**config.mk**
```make
export PLATFORM = sky130hd
export DESIGN_NAME = cmp_rs_dispatch
export DESIGN_NICKNAME = d
export VERILOG_FILES = /design/src/cmp_rs_pkg.sv /design/src/cmp_rs_dispatch.sv
export VERILOG_INCLUDE_DIRS = /design/src
export SDC_FILE = /design/constraint.sdc
export NUM_CORES = 1
export LEC_CHECK = 0
export ABC_AREA = 1
export BUFFER_PORTS_ARGS = -buffer_cell sky130_fd_sc_hd__buf_2
export CORE_AREA = 2 2 39 41
export DETAILED_ROUTE_END_ITERATION = 8
export DIE_AREA = 0 0 41 43
export PLACE_DENSITY = 0.4
export SLEW_MARGIN = 25
export SYNTH_ARGS = -nofsm -noshare
export SYNTH_HDL_FRONTEND = slang
export SYNTH_SLANG_ARGS = --single-unit
```
**constraint.sdc**
```tcl
create_clock -name clk -period 2.1 [get_ports clk]
set_clock_uncertainty 0.2 [all_clocks]
set_input_delay 0.21 -clock clk [delete_from_list [all_inputs] [get_ports clk]]
set_output_delay 0.21 -clock clk [all_outputs]
set_load 0.05 [all_outputs]
```
**src/cmp_rs_cfg.svh**
```systemverilog
`ifndef CMP_RS_CFG_SVH
`define CMP_RS_CFG_SVH

// number of station entries
`define CMP_RS_SIZE 4

// operand, pc and target width
`define XLEN 32

// reorder-buffer index width
// tag 0 is reserved for "no producer"
`define ROB_TAG_W 4

`endif

```
**src/cmp_rs_pkg.sv**
```systemverilog
package cmp_rs_pkg;

`include "cmp_rs_cfg.svh"

    // operand, pc or target word
    typedef logic [`XLEN-1:0] word_t;

    // reorder-buffer index
    typedef logic [`ROB_TAG_W-1:0] rob_tag_t;

    // compare ops, encoded as the RV32I funct3 field
    // slt and sltu write a register, the rest are branches
    typedef enum logic [2:0] {
        op_beq  = 3'b000,
        op_bne  = 3'b001,
        op_slt  = 3'b010,
        op_sltu = 3'b011,
        op_blt  = 3'b100,
        op_bge  = 3'b101,
        op_bltu = 3'b110,
        op_bgeu = 3'b111
    } cmpop_t;

    // one bit per entry
    typedef logic [`CMP_RS_SIZE-1:0] entry_sel_t;

endpackage

```
**src/cmp_rs_dispatch.sv**
```systemverilog
`timescale 1ns/100ps

module cmp_rs_dispatch import cmp_rs_pkg::*; (
    input  logic       clk,
    input  logic       reset_i,
    input  logic       flush_i,
    input  logic       disp_req_i,
    input  entry_sel_t busy_i,
    output logic       disp_ack_o,
    output entry_sel_t load_o,
    output logic       full_o
);

    typedef enum logic {
        st_idle,
        st_acked
    } hs_state_t;

    hs_state_t  state_q;
    entry_sel_t free_sel;
    logic       load_go;

    // lowest clear bit of busy_i, zero when all entries are taken
    assign free_sel = ~busy_i & (busy_i + 1'b1);

    // one load per handshake, only while waiting for ack
    assign load_go = disp_req_i && (state_q == st_idle) && (free_sel != '0) && !flush_i;

    assign load_o     = load_go ? free_sel : '0;
    assign disp_ack_o = (state_q == st_acked);

    // four-phase handshake
    always_ff @(posedge clk) begin
        if (reset_i) begin
            state_q <= st_idle;
        end else begin
            case (state_q)
                st_idle: begin
                    // ack rises the edge after the load
                    if (load_go) begin
                        state_q <= st_acked;
                    end
                end
                st_acked: begin
                    if (!disp_req_i) begin
                        state_q <= st_idle;
                    end
                end
                default: begin
                    state_q <= st_idle;
                end
            endcase
        end
    end

    // full flag includes the entry being loaded this cycle
    always_ff @(posedge clk) begin
        if (reset_i || flush_i) begin
            full_o <= 1'b0;
        end else begin
            full_o <= &(busy_i | load_o);
        end
    end

endmodule

```
==> results by group <==
Job
  • Max Cap Viol: 0

Floorplan
  • Die Wd: 41 µm
  • Initial Utilization: 10.8%
  • CORE AREA: 1380 µm²
  • Ports: 14
  • Die Y: 43 µm
  • Die area: 1760 µm²
  • Num rows: 14

Setup path
  • Crit Path Category: register to primary output
  • Internal reg-to-reg setup slack: 0.95 ns
  • Crit path arrival time: 1.28 ns
  • Crit path required time: 1.69 ns
  • Reg-to-reg startpoint: disp_ack_o$_SDFF_PP0_
  • CP Launch Type: register
  • R2r worst-path depth: 5
  • Worst flop-to-flop path endpoint: full_o$_SDFF_PP0_
  • Worst setup path endpoint: load_o[0]
  • Worst Setup End Kind: primary output
  • Crit path from: disp_ack_o$_SDFF_PP0_
  • Crit path max fanout: 5

Logic synthesis
  • Post-synthesis simple-gate area fraction: 45.8%
  • Net Count, Synth: 35
  • Async set-reset flop share out of synthesis: 0%
  • Synth cell types: 11
  • Warnings, synthesis: 0
  • Synth area leaders: dfxtp_1 27%, nand2_1 18%, a21oi_1 10%
  • Post-synthesis mux area share: 0%
  • Register area share after synthesis: 26.7%
  • Syn avg cell area: 5.56 µm²
  • Post-synth EDFFs: 0
  • Post-synth top area share: 26.7%
  • Largest family of logic cells by synthesized area: simple AND/OR/NAND/NOR gates
  • Area leader, netlist: dfxtp_1
  • #FFs+latches synth: 2
  • Synth cell count leaders: 7 x nand2_1, 4 x inv_1, 4 x nor2_1
  • Cell count after synthesis: 27
  • Most frequent cell after synthesis: nand2_1
  • Synth Flop Type: dfxtp_1
  • Post-synthesis compound-gate area fraction: 15.0%
  • Synth Area in XOR/XNOR: 0%
  • Synth Area in Adders: 0%
  • Mapped cell area: 150 µm²

Timing
  • Final Max Slew Viols: 0
  • Post-route worst setup slack: 0.414 ns
  • F_max: 0.593 GHz
  • Worst slew pin tran: 0.248 ns
  • Final setup viols: 0
  • Crit share post-route: 80.3%
  • Relative slew slack: 83.6%
  • Minimum clock period: 1.69 ns
  • Final hold violation count: 0
  • TNS Setup: 0 ns
  • RSZ-0062 raised after global routing: no

Drt
  • DRT Pass-1 Iters: 2
  • DR vias/cell: 3.63
  • Initial DRC count: 2
  • Detailed Route WL: 476 µm
  • Via count: 218
  • Detail Route Antenna Nets: 0
  • Routed WL per cell: 7.93 µm
  • # DRC: 0

Clock tree
  • CTS tree: done
  • Total CTS buffers: 3
  • Total setup buffers inserted after CTS: 0
  • CTS clk-pin slew, worst paths: 0.03 ns
  • Clock Sinks: 2
  • Clock Tree Root: clkbuf_4
  • Longest Clk Path Bufs: 2
  • Worst-Skew Late Latency: 0.22 ns
  • H-tree level count: 1
  • Cts repair resizes: 0

Finish
  • Fin cells: 60
  • Fillers: 167
  • Fraction of layout cells with a size suffix above 1: 38.6%
  • Ant diodes: 0
  • Final net count: 54
  • Fin util: 19.3%
  • Design area: 268 µm²
  • Synthesis-to-finish area growth: 78.3%

GRT
  • Grt ovf: 0
  • Initial antenna violation count: 0
  • Largest net degree at the start of global routing: 6
  • First-pass GRT wire length: 731 µm
  • Vias in the first global route: 195
  • Total GRT Usage: 7.01%

Placement
  • Routability congestion estimate: 0.716
  • Placed Instances: 56
  • Place WS: 0.640 ns
  • Post-place instance area: 235 µm²
  • Hpwl dp: 385 µm
  • IO Port Bufs: 13

Worst hold path
  • Worst Hold Class: input pin to register

Power and ir drop
  • Maximum VDD drop: 0.0000931 V
  • Pwr dens: 618 nW/µm²
  • LEAKAGE: 0.156 nW

Run status
  • Status: completed
-- critical path, stage by stage (launching register included) --
cell and delay [ns]:
dfxtp_1 0.31, nor2_1 0.14, nand2_2 0.10, clkinv_1 0.08, nand2_1 0.07, nor2_1 0.08, buf_2 0.26
-- per-stage QoR --
step,total power [mW],hold slack (ns)
2_1_floorplan,0.0641,0.0791
3_3_place_gp,0.0786,0.191
3_5_place_dp,0.0787,0.195
4_1_cts,0.171,0.0479
5_1_grt,0.182,0.0504
6_report,0.165,0.0549
-- logic make-up (layout without fill, tap and decap cells) --
family,count (synthesis),after routing
flip-flops,2,2
AND/OR/NAND/NOR,16,16
buffers and inverters,5,22
AO/OA/AOI/OAI,4,4
-- sequential cells by signal, indices dropped and copies added, names as in the netlist --
| signal | cells |
|---|---|
| full_o | 1 |
| disp_ack_o | 1 |
-- layer usage --
| layer | vias up | share of wire (%) | GRT usage (%) |
|---|---|---|---|
| met5 | - | 0 | 0 |
| li1 | 121 | - | - |
| met4 | 0 | 0 | 10.0 |
| met2 | 9 | 48 | 8.13 |
| met1 | 88 | 41 | 6.71 |
| met3 | 0 | 12 | 4.19 |
-- cell usage in the layout (no fill, tap or decap), drive strengths merged --
cell type / netlist / routed
a21oi: 3 / 3
buf: 0 / 13
clkbuf: 0 / 3
clkinv: 1 / 1
dfxtp: 2 / 2
dlygate4sd3: 0 / 1
inv: 4 / 4
nand2: 8 / 8
nand3: 1 / 1
nand4: 1 / 1
nor2: 4 / 4
nor3: 2 / 2
o21bai: 1 / 1
-- final cells by class --
class / instances / area [µm²] / area share [%]
inverter: 5 / 18.8 / 7.01
timing repair buffer: 14 / 75.1 / 28.0
sequential: 2 / 40.0 / 15.0
clock buffer: 3 / 22.5 / 8.41
tap: 16 / 20.0 / 7.48
multi-input combinational: 20 / 91.3 / 34.1
-- repair_timing --
item | CTS | global route
hold buffers | 1 | 0
setup endpoints to repair | 0 | 0
endpoints found under the hold margin | 1 | 0
-- worst min path at each step --
stage          slack [ns]  cells after the start                     to  startpoint
4_1_cts              0.05                      3      full_o$_SDFF_PP0_   busy_i[3]
5_1_grt              0.05                      3  disp_ack_o$_SDFF_PP0_  disp_req_i
3_3_place_gp         0.19                      2  disp_ack_o$_SDFF_PP0_     reset_i
3_5_place_dp         0.19                      2  disp_ack_o$_SDFF_PP0_     reset_i
6_report             0.05                      3  disp_ack_o$_SDFF_PP0_  disp_req_i
2_1_floorplan        0.08                      1  disp_ack_o$_SDFF_PP0_     reset_i
-- power breakdown --
part           total (mW)  switching [mW]  internal (mW)
clock              0.0862          0.0230         0.0632
sequential         0.0405        0.000797         0.0397
combinational      0.0388          0.0258         0.0130
total               0.165          0.0497          0.116
Note: power is estimated with default switching activity, not from simulation.
