[src/cmp_rs_cfg.svh]
`ifndef CMP_RS_CFG_SVH
`define CMP_RS_CFG_SVH

// number of station entries
`define CMP_RS_SIZE 4

// operand, pc and target width
`define XLEN 32

// reorder-buffer index width
// tag 0 is reserved for "no producer"
`define ROB_TAG_W 4

`endif

[src/cmp_rs_pkg.sv]
package cmp_rs_pkg;

`include "cmp_rs_cfg.svh"

    // operand, pc or target word
    typedef logic [`XLEN-1:0] word_t;

    // reorder-buffer index
    typedef logic [`ROB_TAG_W-1:0] rob_tag_t;

    // compare ops, encoded as the RV32I funct3 field
    // slt and sltu write a register, the rest are branches
    typedef enum logic [2:0] {
        op_beq  = 3'b000,
        op_bne  = 3'b001,
        op_slt  = 3'b010,
        op_sltu = 3'b011,
        op_blt  = 3'b100,
        op_bge  = 3'b101,
        op_bltu = 3'b110,
        op_bgeu = 3'b111
    } cmpop_t;

    // one bit per entry
    typedef logic [`CMP_RS_SIZE-1:0] entry_sel_t;

endpackage

[src/cmp_rs_entry.sv]
`timescale 1ns/100ps

module cmp_rs_entry import cmp_rs_pkg::*; (
    input  logic     clk,
    input  logic     reset_i,
    input  logic     flush_i,
    input  logic     load_i,
    input  cmpop_t   op_i,
    input  word_t    pc_i,
    input  word_t    imm_i,
    input  rob_tag_t rob_tag_i,
    input  logic     rs1_ready_i,
    input  word_t    rs1_val_i,
    input  rob_tag_t rs1_tag_i,
    input  logic     rs2_ready_i,
    input  word_t    rs2_val_i,
    input  rob_tag_t rs2_tag_i,
    input  logic     cdb_valid_i,
    input  rob_tag_t cdb_tag_i,
    input  word_t    cdb_value_i,
    input  logic     grant_i,
    output logic     busy_o,
    output logic     done_req_o,
    output rob_tag_t res_tag_o,
    output logic     res_value_o,
    output word_t    res_target_o,
    output logic     res_is_br_o
);

    // control state
    logic busy_q;
    logic rs1_rdy_q;
    logic rs2_rdy_q;
    logic done_q;

    // held instruction
    cmpop_t   op_q;
    word_t    pc_q;
    word_t    imm_q;
    rob_tag_t rob_tag_q;
    rob_tag_t rs1_tag_q;
    rob_tag_t rs2_tag_q;
    word_t    rs1_val_q;
    word_t    rs2_val_q;

    // evaluated result
    logic  res_bit_q;
    word_t res_target_q;

    logic  rs1_hit_new;
    logic  rs2_hit_new;
    logic  rs1_hit;
    logic  rs2_hit;
    logic  eval_go;
    logic  cmp_bit;
    logic  is_br;
    word_t target;

    // snoop on the incoming payload during the load cycle
    assign rs1_hit_new = cdb_valid_i && !rs1_ready_i && (rs1_tag_i == cdb_tag_i);
    assign rs2_hit_new = cdb_valid_i && !rs2_ready_i && (rs2_tag_i == cdb_tag_i);

    // snoop on the stored tags afterwards
    assign rs1_hit = cdb_valid_i && busy_q && !rs1_rdy_q && (rs1_tag_q == cdb_tag_i);
    assign rs2_hit = cdb_valid_i && busy_q && !rs2_rdy_q && (rs2_tag_q == cdb_tag_i);

    assign eval_go = busy_q && rs1_rdy_q && rs2_rdy_q && !done_q;

    always_comb begin
        case (op_q)
            op_beq:          cmp_bit = (rs1_val_q == rs2_val_q);
            op_bne:          cmp_bit = (rs1_val_q != rs2_val_q);
            op_blt, op_slt:  cmp_bit = ($signed(rs1_val_q) < $signed(rs2_val_q));
            op_bge:          cmp_bit = ($signed(rs1_val_q) >= $signed(rs2_val_q));
            op_bltu, op_sltu: cmp_bit = (rs1_val_q < rs2_val_q);
            op_bgeu:         cmp_bit = (rs1_val_q >= rs2_val_q);
            default:         cmp_bit = 1'b0;
        endcase
    end

    assign is_br  = !((op_q == op_slt) || (op_q == op_sltu));
    // slt and sltu carry no target
    assign target = !is_br ? '0 : (cmp_bit ? pc_q + imm_q : pc_q + word_t'(4));

    always_ff @(posedge clk) begin
        if (reset_i || flush_i) begin
            busy_q    <= 1'b0;
            rs1_rdy_q <= 1'b0;
            rs2_rdy_q <= 1'b0;
            done_q    <= 1'b0;
        end else if (load_i) begin
            busy_q    <= 1'b1;
            rs1_rdy_q <= rs1_ready_i || rs1_hit_new;
            rs2_rdy_q <= rs2_ready_i || rs2_hit_new;
            done_q    <= 1'b0;
        end else if (grant_i) begin
            // result leaves on this edge, entry is free again
            busy_q    <= 1'b0;
            rs1_rdy_q <= 1'b0;
            rs2_rdy_q <= 1'b0;
            done_q    <= 1'b0;
        end else begin
            if (rs1_hit) begin
                rs1_rdy_q <= 1'b1;
            end
            if (rs2_hit) begin
                rs2_rdy_q <= 1'b1;
            end
            if (eval_go) begin
                done_q <= 1'b1;
            end
        end
    end

    always_ff @(posedge clk) begin
        if (load_i) begin
            op_q      <= op_i;
            pc_q      <= pc_i;
            imm_q     <= imm_i;
            rob_tag_q <= rob_tag_i;
            rs1_tag_q <= rs1_tag_i;
            rs2_tag_q <= rs2_tag_i;
            rs1_val_q <= rs1_ready_i ? rs1_val_i : cdb_value_i;
            rs2_val_q <= rs2_ready_i ? rs2_val_i : cdb_value_i;
        end else begin
            if (rs1_hit) begin
                rs1_val_q <= cdb_value_i;
            end
            if (rs2_hit) begin
                rs2_val_q <= cdb_value_i;
            end
        end
        if (eval_go) begin
            res_bit_q    <= cmp_bit;
            res_target_q <= target;
        end
    end

    assign busy_o       = busy_q;
    assign done_req_o   = done_q;
    assign res_tag_o    = rob_tag_q;
    assign res_value_o  = res_bit_q;
    assign res_target_o = res_target_q;
    assign res_is_br_o  = is_br;

endmodule

[config.mk]
export PLATFORM = sky130hd
export DESIGN_NAME = cmp_rs_entry
export DESIGN_NICKNAME = d
export VERILOG_FILES = /design/src/cmp_rs_pkg.sv /design/src/cmp_rs_entry.sv
export VERILOG_INCLUDE_DIRS = /design/src
export SDC_FILE = /design/constraint.sdc
export NUM_CORES = 1
export LEC_CHECK = 0
export BUFFER_PORTS_ARGS = -buffer_cell sky130_fd_sc_hd__buf_2
export CAP_MARGIN = 20
export CORE_ASPECT_RATIO = 0.8
export CORE_MARGIN = 8
export CORE_UTILIZATION = 55
export DETAILED_ROUTE_END_ITERATION = 6
export PLACE_DENSITY = 0.81
export SETUP_SLACK_MARGIN = 0.1
export SYNTH_ARGS = -nofsm -noshare
export SYNTH_HDL_FRONTEND = slang
export SYNTH_SLANG_ARGS = --single-unit
[constraint.sdc]
create_clock -name clk -period 3.9 [get_ports clk]
set_clock_uncertainty 0.1 [all_clocks]
set_input_delay 0.39 -clock clk [delete_from_list [all_inputs] [get_ports clk]]
set_output_delay 0.39 -clock clk [all_outputs]
set_load 0.02 [all_outputs]
==> impl_metrics.toml, run 1 <==
[status]
status = "complete, no violations"

[global_routing]
use_met3_pct = 7.50
grt_max_degree = 53
grt.total_usage_pct = 21.7
antenna_found_initial = 9
met1_usage_pct = 26.7
grt_pass1_wl_um = 39100
met2_usage_pct = 35.6
grt-ovfl-total = 0
top_usage_layer = "met2"
grt_pass1_vias = 7587

[detailed_routing]
dr.first_iter.drc_count = 391
postRouteWirelength_um = 24900
drt-vias-per-instance = 5.77
ant_nets = 0
post_drt_wl_per_cell_um = 19.1
vias = 7525
post-route-drc-count = 0
firstDrtPassIters = 5

[clocking]
ctsHoldBuffers = 0
clk_latency_ns = 0.44
clkTransAtPathRegs_ns = 0.08
h-tree-depth = 4
clk_path_buf_depth = 2
cts_tree = "built"
post-cts-setup-buffer-count = 0
clock_sinks = 180
root_buffer = "clkbuf_16"
post_cts_resized = 0
cts_buffers = 17

[job]
drv_cap = 0

[floorplanning]
pin_count = 227
die_w_um = 168
die_h_um = 138
rows = 44
core_um2 = 18100
initial_utilization_pct = 56.1
die-area_um2 = 23100

[power]
power_density_nw_per_um2 = 432
leakagePower_nw = 5.01
ir_drop_mv = 0.298

[worst_setup_path]
critPathLaunchType = "flip-flop"
crit_chain = "ha_1, nand4_1, nor4_2, o41a_1, o31ai_1, a31oi_1, o211ai_4, inv_2, buf_4, nand2_1, o2111a_1"
crit_slowest_cell = "nor4_2"
setup.worst_path.class = "reg2reg"
path_buf_inv = 2
crit_arrival_ns = 3.60
required_ns = 3.99
worstPathMaxFanout = 22
crit_path_max_incr_delay_ns = 0.47
crit_family = "compound AO/OA/AOI/OAI gates"
end_kind = "flip-flop"

[logic_synthesis]
synthAdderAreaFrac_pct = 8.08
syn_inst = 827
synth_ff_type = "edfxtp_1"
synth_area_um2 = 10200
synth_cell_type_count = 69
avgSynthCellArea_um2 = 12.3
synth-simple-area-share_pct = 10.2
synth.net_count = 1079
synth_xor_xnor_area_share_pct = 5.17
synth_compound_area_share_pct = 13.2
synth-async-reset-ratio_pct = 0
ys_seq_elements = 180
synth_top_family_by_area = "compound AO/OA/AOI/OAI gates"
synth_warnings = 0
ys_seq_area_share_pct = 52.8
synthMuxAreaShare_pct = 7.49
synth_edf_count = 176

[timing]
setup_tns_ns = 0
setup_viol = 0
period_share_pct = 89.9
max_clock_freq_mhz = 285
tightestPinTransition_ns = 0.897
slew_headroom_pct = 40.2
hold_ws_ns = 0.0184
min_period_ns = 3.50
hold_viol_final = 0
rsz0062_at_grt = "no"
final-max-slew-violation-count = 0

[place]
place_congestion = 0.863
place_hpwl_um = 18900
portBuffers = 226

[final_layout]
fin_nets = 1310
register_area_um2 = 5370
syn_to_final_growth_pct = 19.7
multiInputGateArea_um2 = 4490
nFillCells = 1363
layout-drive-gt1-share_pct = 34.9

[worst_hold_path]
worstHoldPathType = "in2reg"
[per-stage QoR]
stage               area [um2]  setup WS, ns  power (mW)  instances  util [%]
floorplan                10200         0.875        3.17        827         -
global placement         11500         0.512        3.45       1269      63.7
detailed placement       11500         0.412        3.49       1269      63.7
CTS                      12200         0.366        5.27       1301      67.1
global route             12200         0.118        5.47       1305      67.2
finish                   12200         0.395        5.25       1305      67.2
[cell type report]
type	count	area share, %
Tap cell	230	2.37
Clock inverter	14	1.50
Sequential cell	180	44.1
Multi-Input combinational cell	576	37.0
Timing Repair Buffer	235	9.98
Inverter	48	1.48
Antenna cell	4	0.0823
Clock buffer	18	3.53
[cells in the final DEF (no fill, tap or decap), types with 25 or more instances in the layout]
master    synthesis  routed
buf_2             1     225
edfxtp_1        176     176
mux2_2           64      64
ha_1             64      64
a21oi_1          55      55
nor2_1           51      51
nand2_1          49      49
inv_1            46      46
xnor2_1          35      35
xor2_1           25      25
[cells by family after synthesis]
logic type | Yosys count
AND/OR/NAND/NOR | 203
AO/OA/AOI/OAI | 181
flip-flops | 180
buffers and inverters | 71
multiplexers | 67
adder cells (fa/ha/maj) | 65
XOR/XNOR | 60
[layer usage]
metal,part of all wire (%),vias up
met1,42,3552
met4,1.5,10
met3,8.5,42
met2,48,296
met5,0.22,-
li1,-,3625
[state kept, by name (all words and copies together), names as in the netlist]
signal / count
rs1_tag_q: 4
done_req_o: 1
imm_q: 32
busy_o: 1
op_q: 3
rs2_rdy_q: 1
res_value_o: 1
pc_q: 32
res_tag_o: 4
res_target_o: 32
rs2_tag_q: 4
rs1_val_q: 32
rs2_val_q: 32
rs1_rdy_q: 1
[synthesized netlist by cell type, types with 5 or more instances]
library cell	number	area (um2)
ha_1	64	801
nor2_1	51	191
mux2_2	64	721
or2_2	9	56.3
a21o_1	20	150
nand2_1	49	184
a211oi_1	8	60.1
o21ai_1	6	30.0
xor2_1	25	219
clkbuf_1	10	37.5
a211oi_2	18	225
buf_6	5	56.3
o21a_1	7	52.6
o21ai_0	23	115
nor2b_1	6	37.5
xnor2_1	35	307
nor4_1	6	37.5
nor3_1	9	45.0
buf_1	6	22.5
inv_1	46	173
nand4_1	22	138
edfxtp_1	176	5290
nand3_1	17	85.1
and4_1	7	61.3
and3_1	5	31.3
a21oi_1	55	275
nand2b_1	8	50.1
[power by group]
part | total, mW | internal (mW) | switching (mW) | leakage (nW)
Combinational | 1.11 | 0.496 | 0.609 | 2.98
Clock | 1.79 | 0.977 | 0.813 | 0.300
Sequential | 2.36 | 2.29 | 0.0723 | 1.73
Total | 5.25 | 3.76 | 1.49 | 5.01
[worst paths after layout]
kind                            slack, ns               end          start  depth (start not counted)
worst min-delay path                 0.02      res_tag_o[2]   rob_tag_i[2]                          1
worst max-delay path                 0.40  res_target_o[20]  rs1_val_q[18]                         11
worst min register to register       0.48        done_req_o     done_req_o                          1
worst max register to register       0.40  res_target_o[20]  rs1_val_q[18]                         11
No activity file was read; power rests on OpenSTA's default activity.
==> run 2: changes to the inputs <==
- clock period: 3.9 -> 3.8 ns (I/O delays scaled with it)
==> run 2 against run 1 <==
Critical path depth rose by 1. Critical path type unchanged. Worst hold slack better by 0.0049 ns. Count of clock-buffer cells in the layout down 1. Combinational power hardly changed. Via count fell by 1.2%. Setup slack lost 0.11 ns.
==> impl_metrics.toml, run 2 (synthesized netlist as in run 1, its figures left out) <==
[final_layout]
layout-drive-gt1-share_pct = 35.1
final_cell_mix = "buf_2, edfxtp_1, mux2_2, ha_1, a21oi_1"
final_common_cell = "buf_2"
syn_to_final_growth_pct = 19.4
finalCoreUtilization_pct = 67.0
nFillCells = 1378
fin_nets = 1313

[timing]
min_period_ns = 3.51
final-max-slew-violation-count = 0
max_clock_freq_mhz = 285
slew_headroom_pct = 38.8
setup_viol = 0
hold_viol_final = 0
rsz0062_at_grt = "no"
period_share_pct = 92.4
setup_tns_ns = 0
tightestPinTransition_ns = 0.918

[clocking]
clkTransAtPathRegs_ns = 0.07
cts_tree = "built"
clk_path_buf_depth = 2
h-tree-depth = 4
cts_buffers = 17
post-cts-setup-buffer-count = 0
root_buffer = "clkbuf_16"
clock_sinks = 180
clk_latency_ns = 0.43

[global_routing]
grt_pass1_vias = 7467
grt.total_usage_pct = 21.1
grt-ovfl-total = 0
grt_pass1_wl_um = 38200
antenna_found_initial = 10
grt_max_degree = 52

[place]
place_hpwl_um = 18600
place_congestion = 0.878
portBuffers = 226

[detailed_routing]
dr.first_iter.drc_count = 569
postRouteWirelength_um = 24300
wl_met3_um = 1880
post-route-drc-count = 0
maxUsedRoutingLayer = "met5"
post_drt_wl_per_cell_um = 18.6
vias = 7433
met1_length_um = 10400
drt-vias-per-instance = 5.69
wl_met2_um = 11500
firstDrtPassIters = 5
ant_nets = 0

[worst_setup_path]
critPathLaunchType = "flip-flop"
crit_arrival_ns = 3.70
setup.worst_path.class = "reg2reg"
required_ns = 3.99
worstPathMaxFanout = 16
reg2reg_setup_slack_ns = 0.29
r2r_start = "rs1_val_q[15]"
end_kind = "flip-flop"
reg2reg_depth = 12
reg2reg_to = "res_target_o[2]"

[status]
status = "complete, no violations"

[floorplanning]
core_um2 = 18100
initial_utilization_pct = 56.1
die_w_um = 168
die-area_um2 = 23100
die_h_um = 138
pin_count = 227
rows = 44

[worst_hold_path]
min-delay-start = "rob_tag_i[2]"
worstHoldPathType = "in2reg"
whs_endpoint = "res_tag_o[2]"
holdPathStages = 1

[power]
power_density_nw_per_um2 = 431
leakagePower_nw = 5.00
ir_drop_mv = 0.318

[job]
drv_cap = 0
## run 2: layer usage
metal  GRT usage [%]  up-vias
met4            6.63       14
met5               0        -
met3            6.62       47
met1            26.2     3478
met2            34.9      281
li1                -     3613
## run 2: worst max-delay path by stage
stage,from,cells past startpoint,slack [ns],end
3_5_place_dp,rs1_val_q[15],11,0.33,res_target_o[28]
3_3_place_gp,rs1_val_q[11],12,0.46,res_target_o[2]
2_1_floorplan,rs1_val_q[15],12,0.78,res_target_o[7]
4_1_cts,rs1_val_q[15],11,0.30,res_target_o[28]
5_1_grt,rs1_val_q[11],12,0.11,res_target_o[2]
6_report,rs1_val_q[15],12,0.29,res_target_o[2]
## run 2: final cells by class
type | instances | area, um2 | area share [%]
multi-input combinational | 576 | 4500 | 37.1
sequential | 180 | 5370 | 44.2
inverter | 48 | 180 | 1.49
clock inverter | 15 | 144 | 1.19
tap | 230 | 288 | 2.37
timing repair buffer | 238 | 1230 | 10.1
clock buffer | 17 | 425 | 3.51
antenna | 3 | 7.51 | 0.0619
## run 2: timing repair
item / CTS / global route
resized for setup: 0 / 1
hold buffers: 0 / 1
endpoints found under the hold margin: 0 / 1
setup endpoints to repair: 0 / 1
## run 2: where the power goes
part / internal, mW / switching [mW]
Combinational: 0.508 / 0.622
Clock: 0.866 / 0.810
Sequential: 2.35 / 0.0731
Total: 3.72 / 1.50
## run 2: critical path: stages, from the launching register on
cell	delay, ns
edfxtp_1	0.37
ha_1	0.34
nand4_2	0.17
nor3_1	0.33
a21boi_1	0.27
o41a_1	0.29
o31ai_1	0.10
a31oi_1	0.28
o211ai_4	0.13
inv_2	0.26
buf_4	0.31
mux2_4	0.33
nor2_1	0.09
## run 2: stage by stage
step	hold WS, ns	setup slack, ns	instances	area (um2)	power [mW]
floorplan	0.352	0.775	827	10200	3.25
global placement	0.407	0.462	1271	11500	3.54
detailed placement	0.416	0.326	1271	11500	3.57
CTS	0.00331	0.304	1303	12100	5.25
global route	0.00123	0.112	1307	12100	5.46
finish	0.0233	0.289	1307	12100	5.23
==> run 3: changes to the inputs <==
- ABC_AREA: not set -> 1
==> run 3 against run 2 <==
Synthesized cell count rose by 40%. Critical path depth unchanged. Setup slack better by 0.55 ns. Die area up 2.4%. Sequential cell count unchanged. Sequential power about the same. Core utilization rose by 0.66 points. Combinational power is 4% higher. Via count up 18%. Non-clock buffer count up 18. Area after synthesis rose by 2.7%. Power rose by 4.4%. Largest cell class unchanged. Largest power group unchanged. Highest routed layer unchanged.
==> impl_metrics.toml, run 3 <==
[status]
status = "complete, no violations"

[clocking]
clk_latency_ns = 0.44
ctsHoldBuffers = 23
post-cts-setup-buffer-count = 0
clock_sinks = 180
clk_path_buf_depth = 2
cts_tree = "built"
cts_buffers = 17
clkTransAtPathRegs_ns = 0.08
root_buffer = "clkbuf_16"
h-tree-depth = 4
post_cts_resized = 0

[place]
place_hpwl_um = 21500
portBuffers = 226
place_congestion = 0.960
placedCellCount = 1627

[detailed_routing]
firstDrtPassIters = 5
ant_nets = 0
post_drt_wl_per_cell_um = 16.6
post-route-drc-count = 0
drt-vias-per-instance = 5.21
postRouteWirelength_um = 28000
vias = 8795
dr.first_iter.drc_count = 628

[job]
drv_cap = 0

[logic_synthesis]
avgSynthCellArea_um2 = 9.00
synth_cell_type_count = 44
synth_ff_type = "edfxtp_1"
synth_area_um2 = 10400
ys_seq_elements = 180
synth_top_cell_by_area = "edfxtp_1"
netlist_top_cells_count = "nand2_1, edfxtp_1, inv_1"
synth.net_count = 1411
synth-async-reset-ratio_pct = 0
syn_inst = 1159
synth_warnings = 0
ys_seq_area_share_pct = 51.4
synth_top_area_share_pct = 50.6
synth_area_leaders = "edfxtp_1, nand2_1, ha_1, inv_1, nor2_1"
synth_edf_count = 176
yosysMostFrequentCell = "nand2_1"

[worst_setup_path]
crit_slowest_cell = "edfxtp_1"
required_ns = 3.98
worstPathMaxFanout = 33
critPathLaunchType = "flip-flop"
worst-path-stages = 12
path_buf_inv = 2
r2r_start = "rs1_val_q[31]"
crit_family = "simple AND/OR/NAND/NOR gates"
crit_path_max_incr_delay_ns = 0.37
crit_start = "rs1_val_q[31]"
crit_arrival_ns = 3.14
reg2reg_depth = 12
setup.worst_path.class = "reg2reg"
crit_chain = "ha_1, nand2_1, nor2_2, nand2_1, nor2_2, nand3b_1, nand3_1, buf_4, nand2_4, inv_2, nor2_1, nor2_1"
end_kind = "flip-flop"

[final_layout]
final_cell_mix = "nand2_1, buf_2, edfxtp_1, inv_1, nor2_1"
layout-drive-gt1-share_pct = 20.8
nFillCells = 1503
fin_nets = 1664
finalCoreUtilization_pct = 67.6
fin_cells = 1687
final_common_cell = "nand2_1"
syn_to_final_growth_pct = 21.9

[power]
leakagePower_nw = 6.00
power_mw = 5.46
power_density_nw_per_um2 = 429
ir_drop_mv = 0.268

[worst_hold_path]
holdPathStages = 1
min-delay-start = "pc_i[16]"
worstHoldPathType = "in2reg"

[floorplanning]
rows = 45
die-area_um2 = 23700
die_h_um = 139
core_um2 = 18800
initial_utilization_pct = 55.5
die_w_um = 170
pin_count = 227

[timing]
hold_viol_final = 0
slew_headroom_pct = 33.6
period_share_pct = 77.9
tightestPinTransition_ns = 0.994
setup_tns_ns = 0
setup_viol = 0
max_clock_freq_mhz = 338
hold_ws_ns = 0.0137
rsz0062_at_grt = "no"
final-max-slew-violation-count = 0
min_period_ns = 2.96

[global_routing]
grt_pass1_wl_um = 44200
antenna_found_initial = 8
grt_max_degree = 49
grt_pass1_vias = 8815
grt.total_usage_pct = 23.7
grt-ovfl-total = 0
run 3: changes by cell type in the layout (fill, tap and decap cells not counted), moves of 15 or more:
cell | before | now
nand2_1 | 49 | 374
inv_1 | 46 | 115
mux2_2 | 64 | 0
nor2_1 | 51 | 108
nand3_1 | 17 | 40
dlygate4sd3_1 | 1 | 23
a211oi_2 | 18 | 0
a21o_1 | 20 | 5
run 3: worst register-to-register path, cell delays in order (launching register included):
cell	delay, ns
edfxtp_1	0.37
ha_1	0.35
nand2_1	0.10
nor2_2	0.13
nand2_1	0.10
nor2_2	0.18
nand3b_1	0.12
nand3_1	0.28
buf_4	0.31
nand2_4	0.27
inv_2	0.31
nor2_1	0.07
nor2_1	0.13
run 3: worst paths after layout:
path | end | slack, ns
worst max-delay path | res_target_o[10] | 0.84
worst min-delay path | pc_q[16] | 0.01
worst max register to register | res_target_o[10] | 0.84
worst min register to register | busy_o | 0.42
run 3: per-layer routing:
metal / share of wire [%] / global-route usage (%) / up-vias
li1: - / - / 4378
met1: 42 / 30.2 / 3983
met2: 47 / 39.4 / 394
met3: 9.6 / 6.83 / 32
met4: 1.2 / 5.21 / 8
met5: 0.19 / 0 / -
run 3: layout make-up:
class                           count  area [um2]  area share (%)
Clock buffer                       17         425            3.34
Sequential cell                   180        5370            42.2
Inverter                          118         443            3.48
Timing Repair Buffer              256        1440            11.3
Antenna cell                        4        10.0          0.0787
Multi-Input combinational cell    839        4530            35.6
Tap cell                          258         323            2.54
Clock inverter                     15         190            1.50
run 3: logic make-up after synthesis:
group           count (synthesis)  share of synthesized area (%)
buf+inv                       140                           5.29
fa+ha+maj                      65                           7.86
simple gates                  599                           24.2
xor+xnor                       60                           5.04
compound gates                115                           6.16
flops                         180                           51.4
run 3: power by group:
part	switching, mW	leakage (nW)	internal [mW]	total (mW)
clock	0.839	0.300	1.00	1.84
sequential	0.0831	1.74	2.35	2.43
combinational	0.728	3.96	0.454	1.18
run 3: metrics by stage:
step	instance area (um2)	setup slack, ns
2_1_floorplan	10400	1.29
3_3_place_gp	11800	0.911
3_5_place_dp	11800	0.893
4_1_cts	12700	0.841
5_1_grt	12700	0.586
6_report	12700	0.839
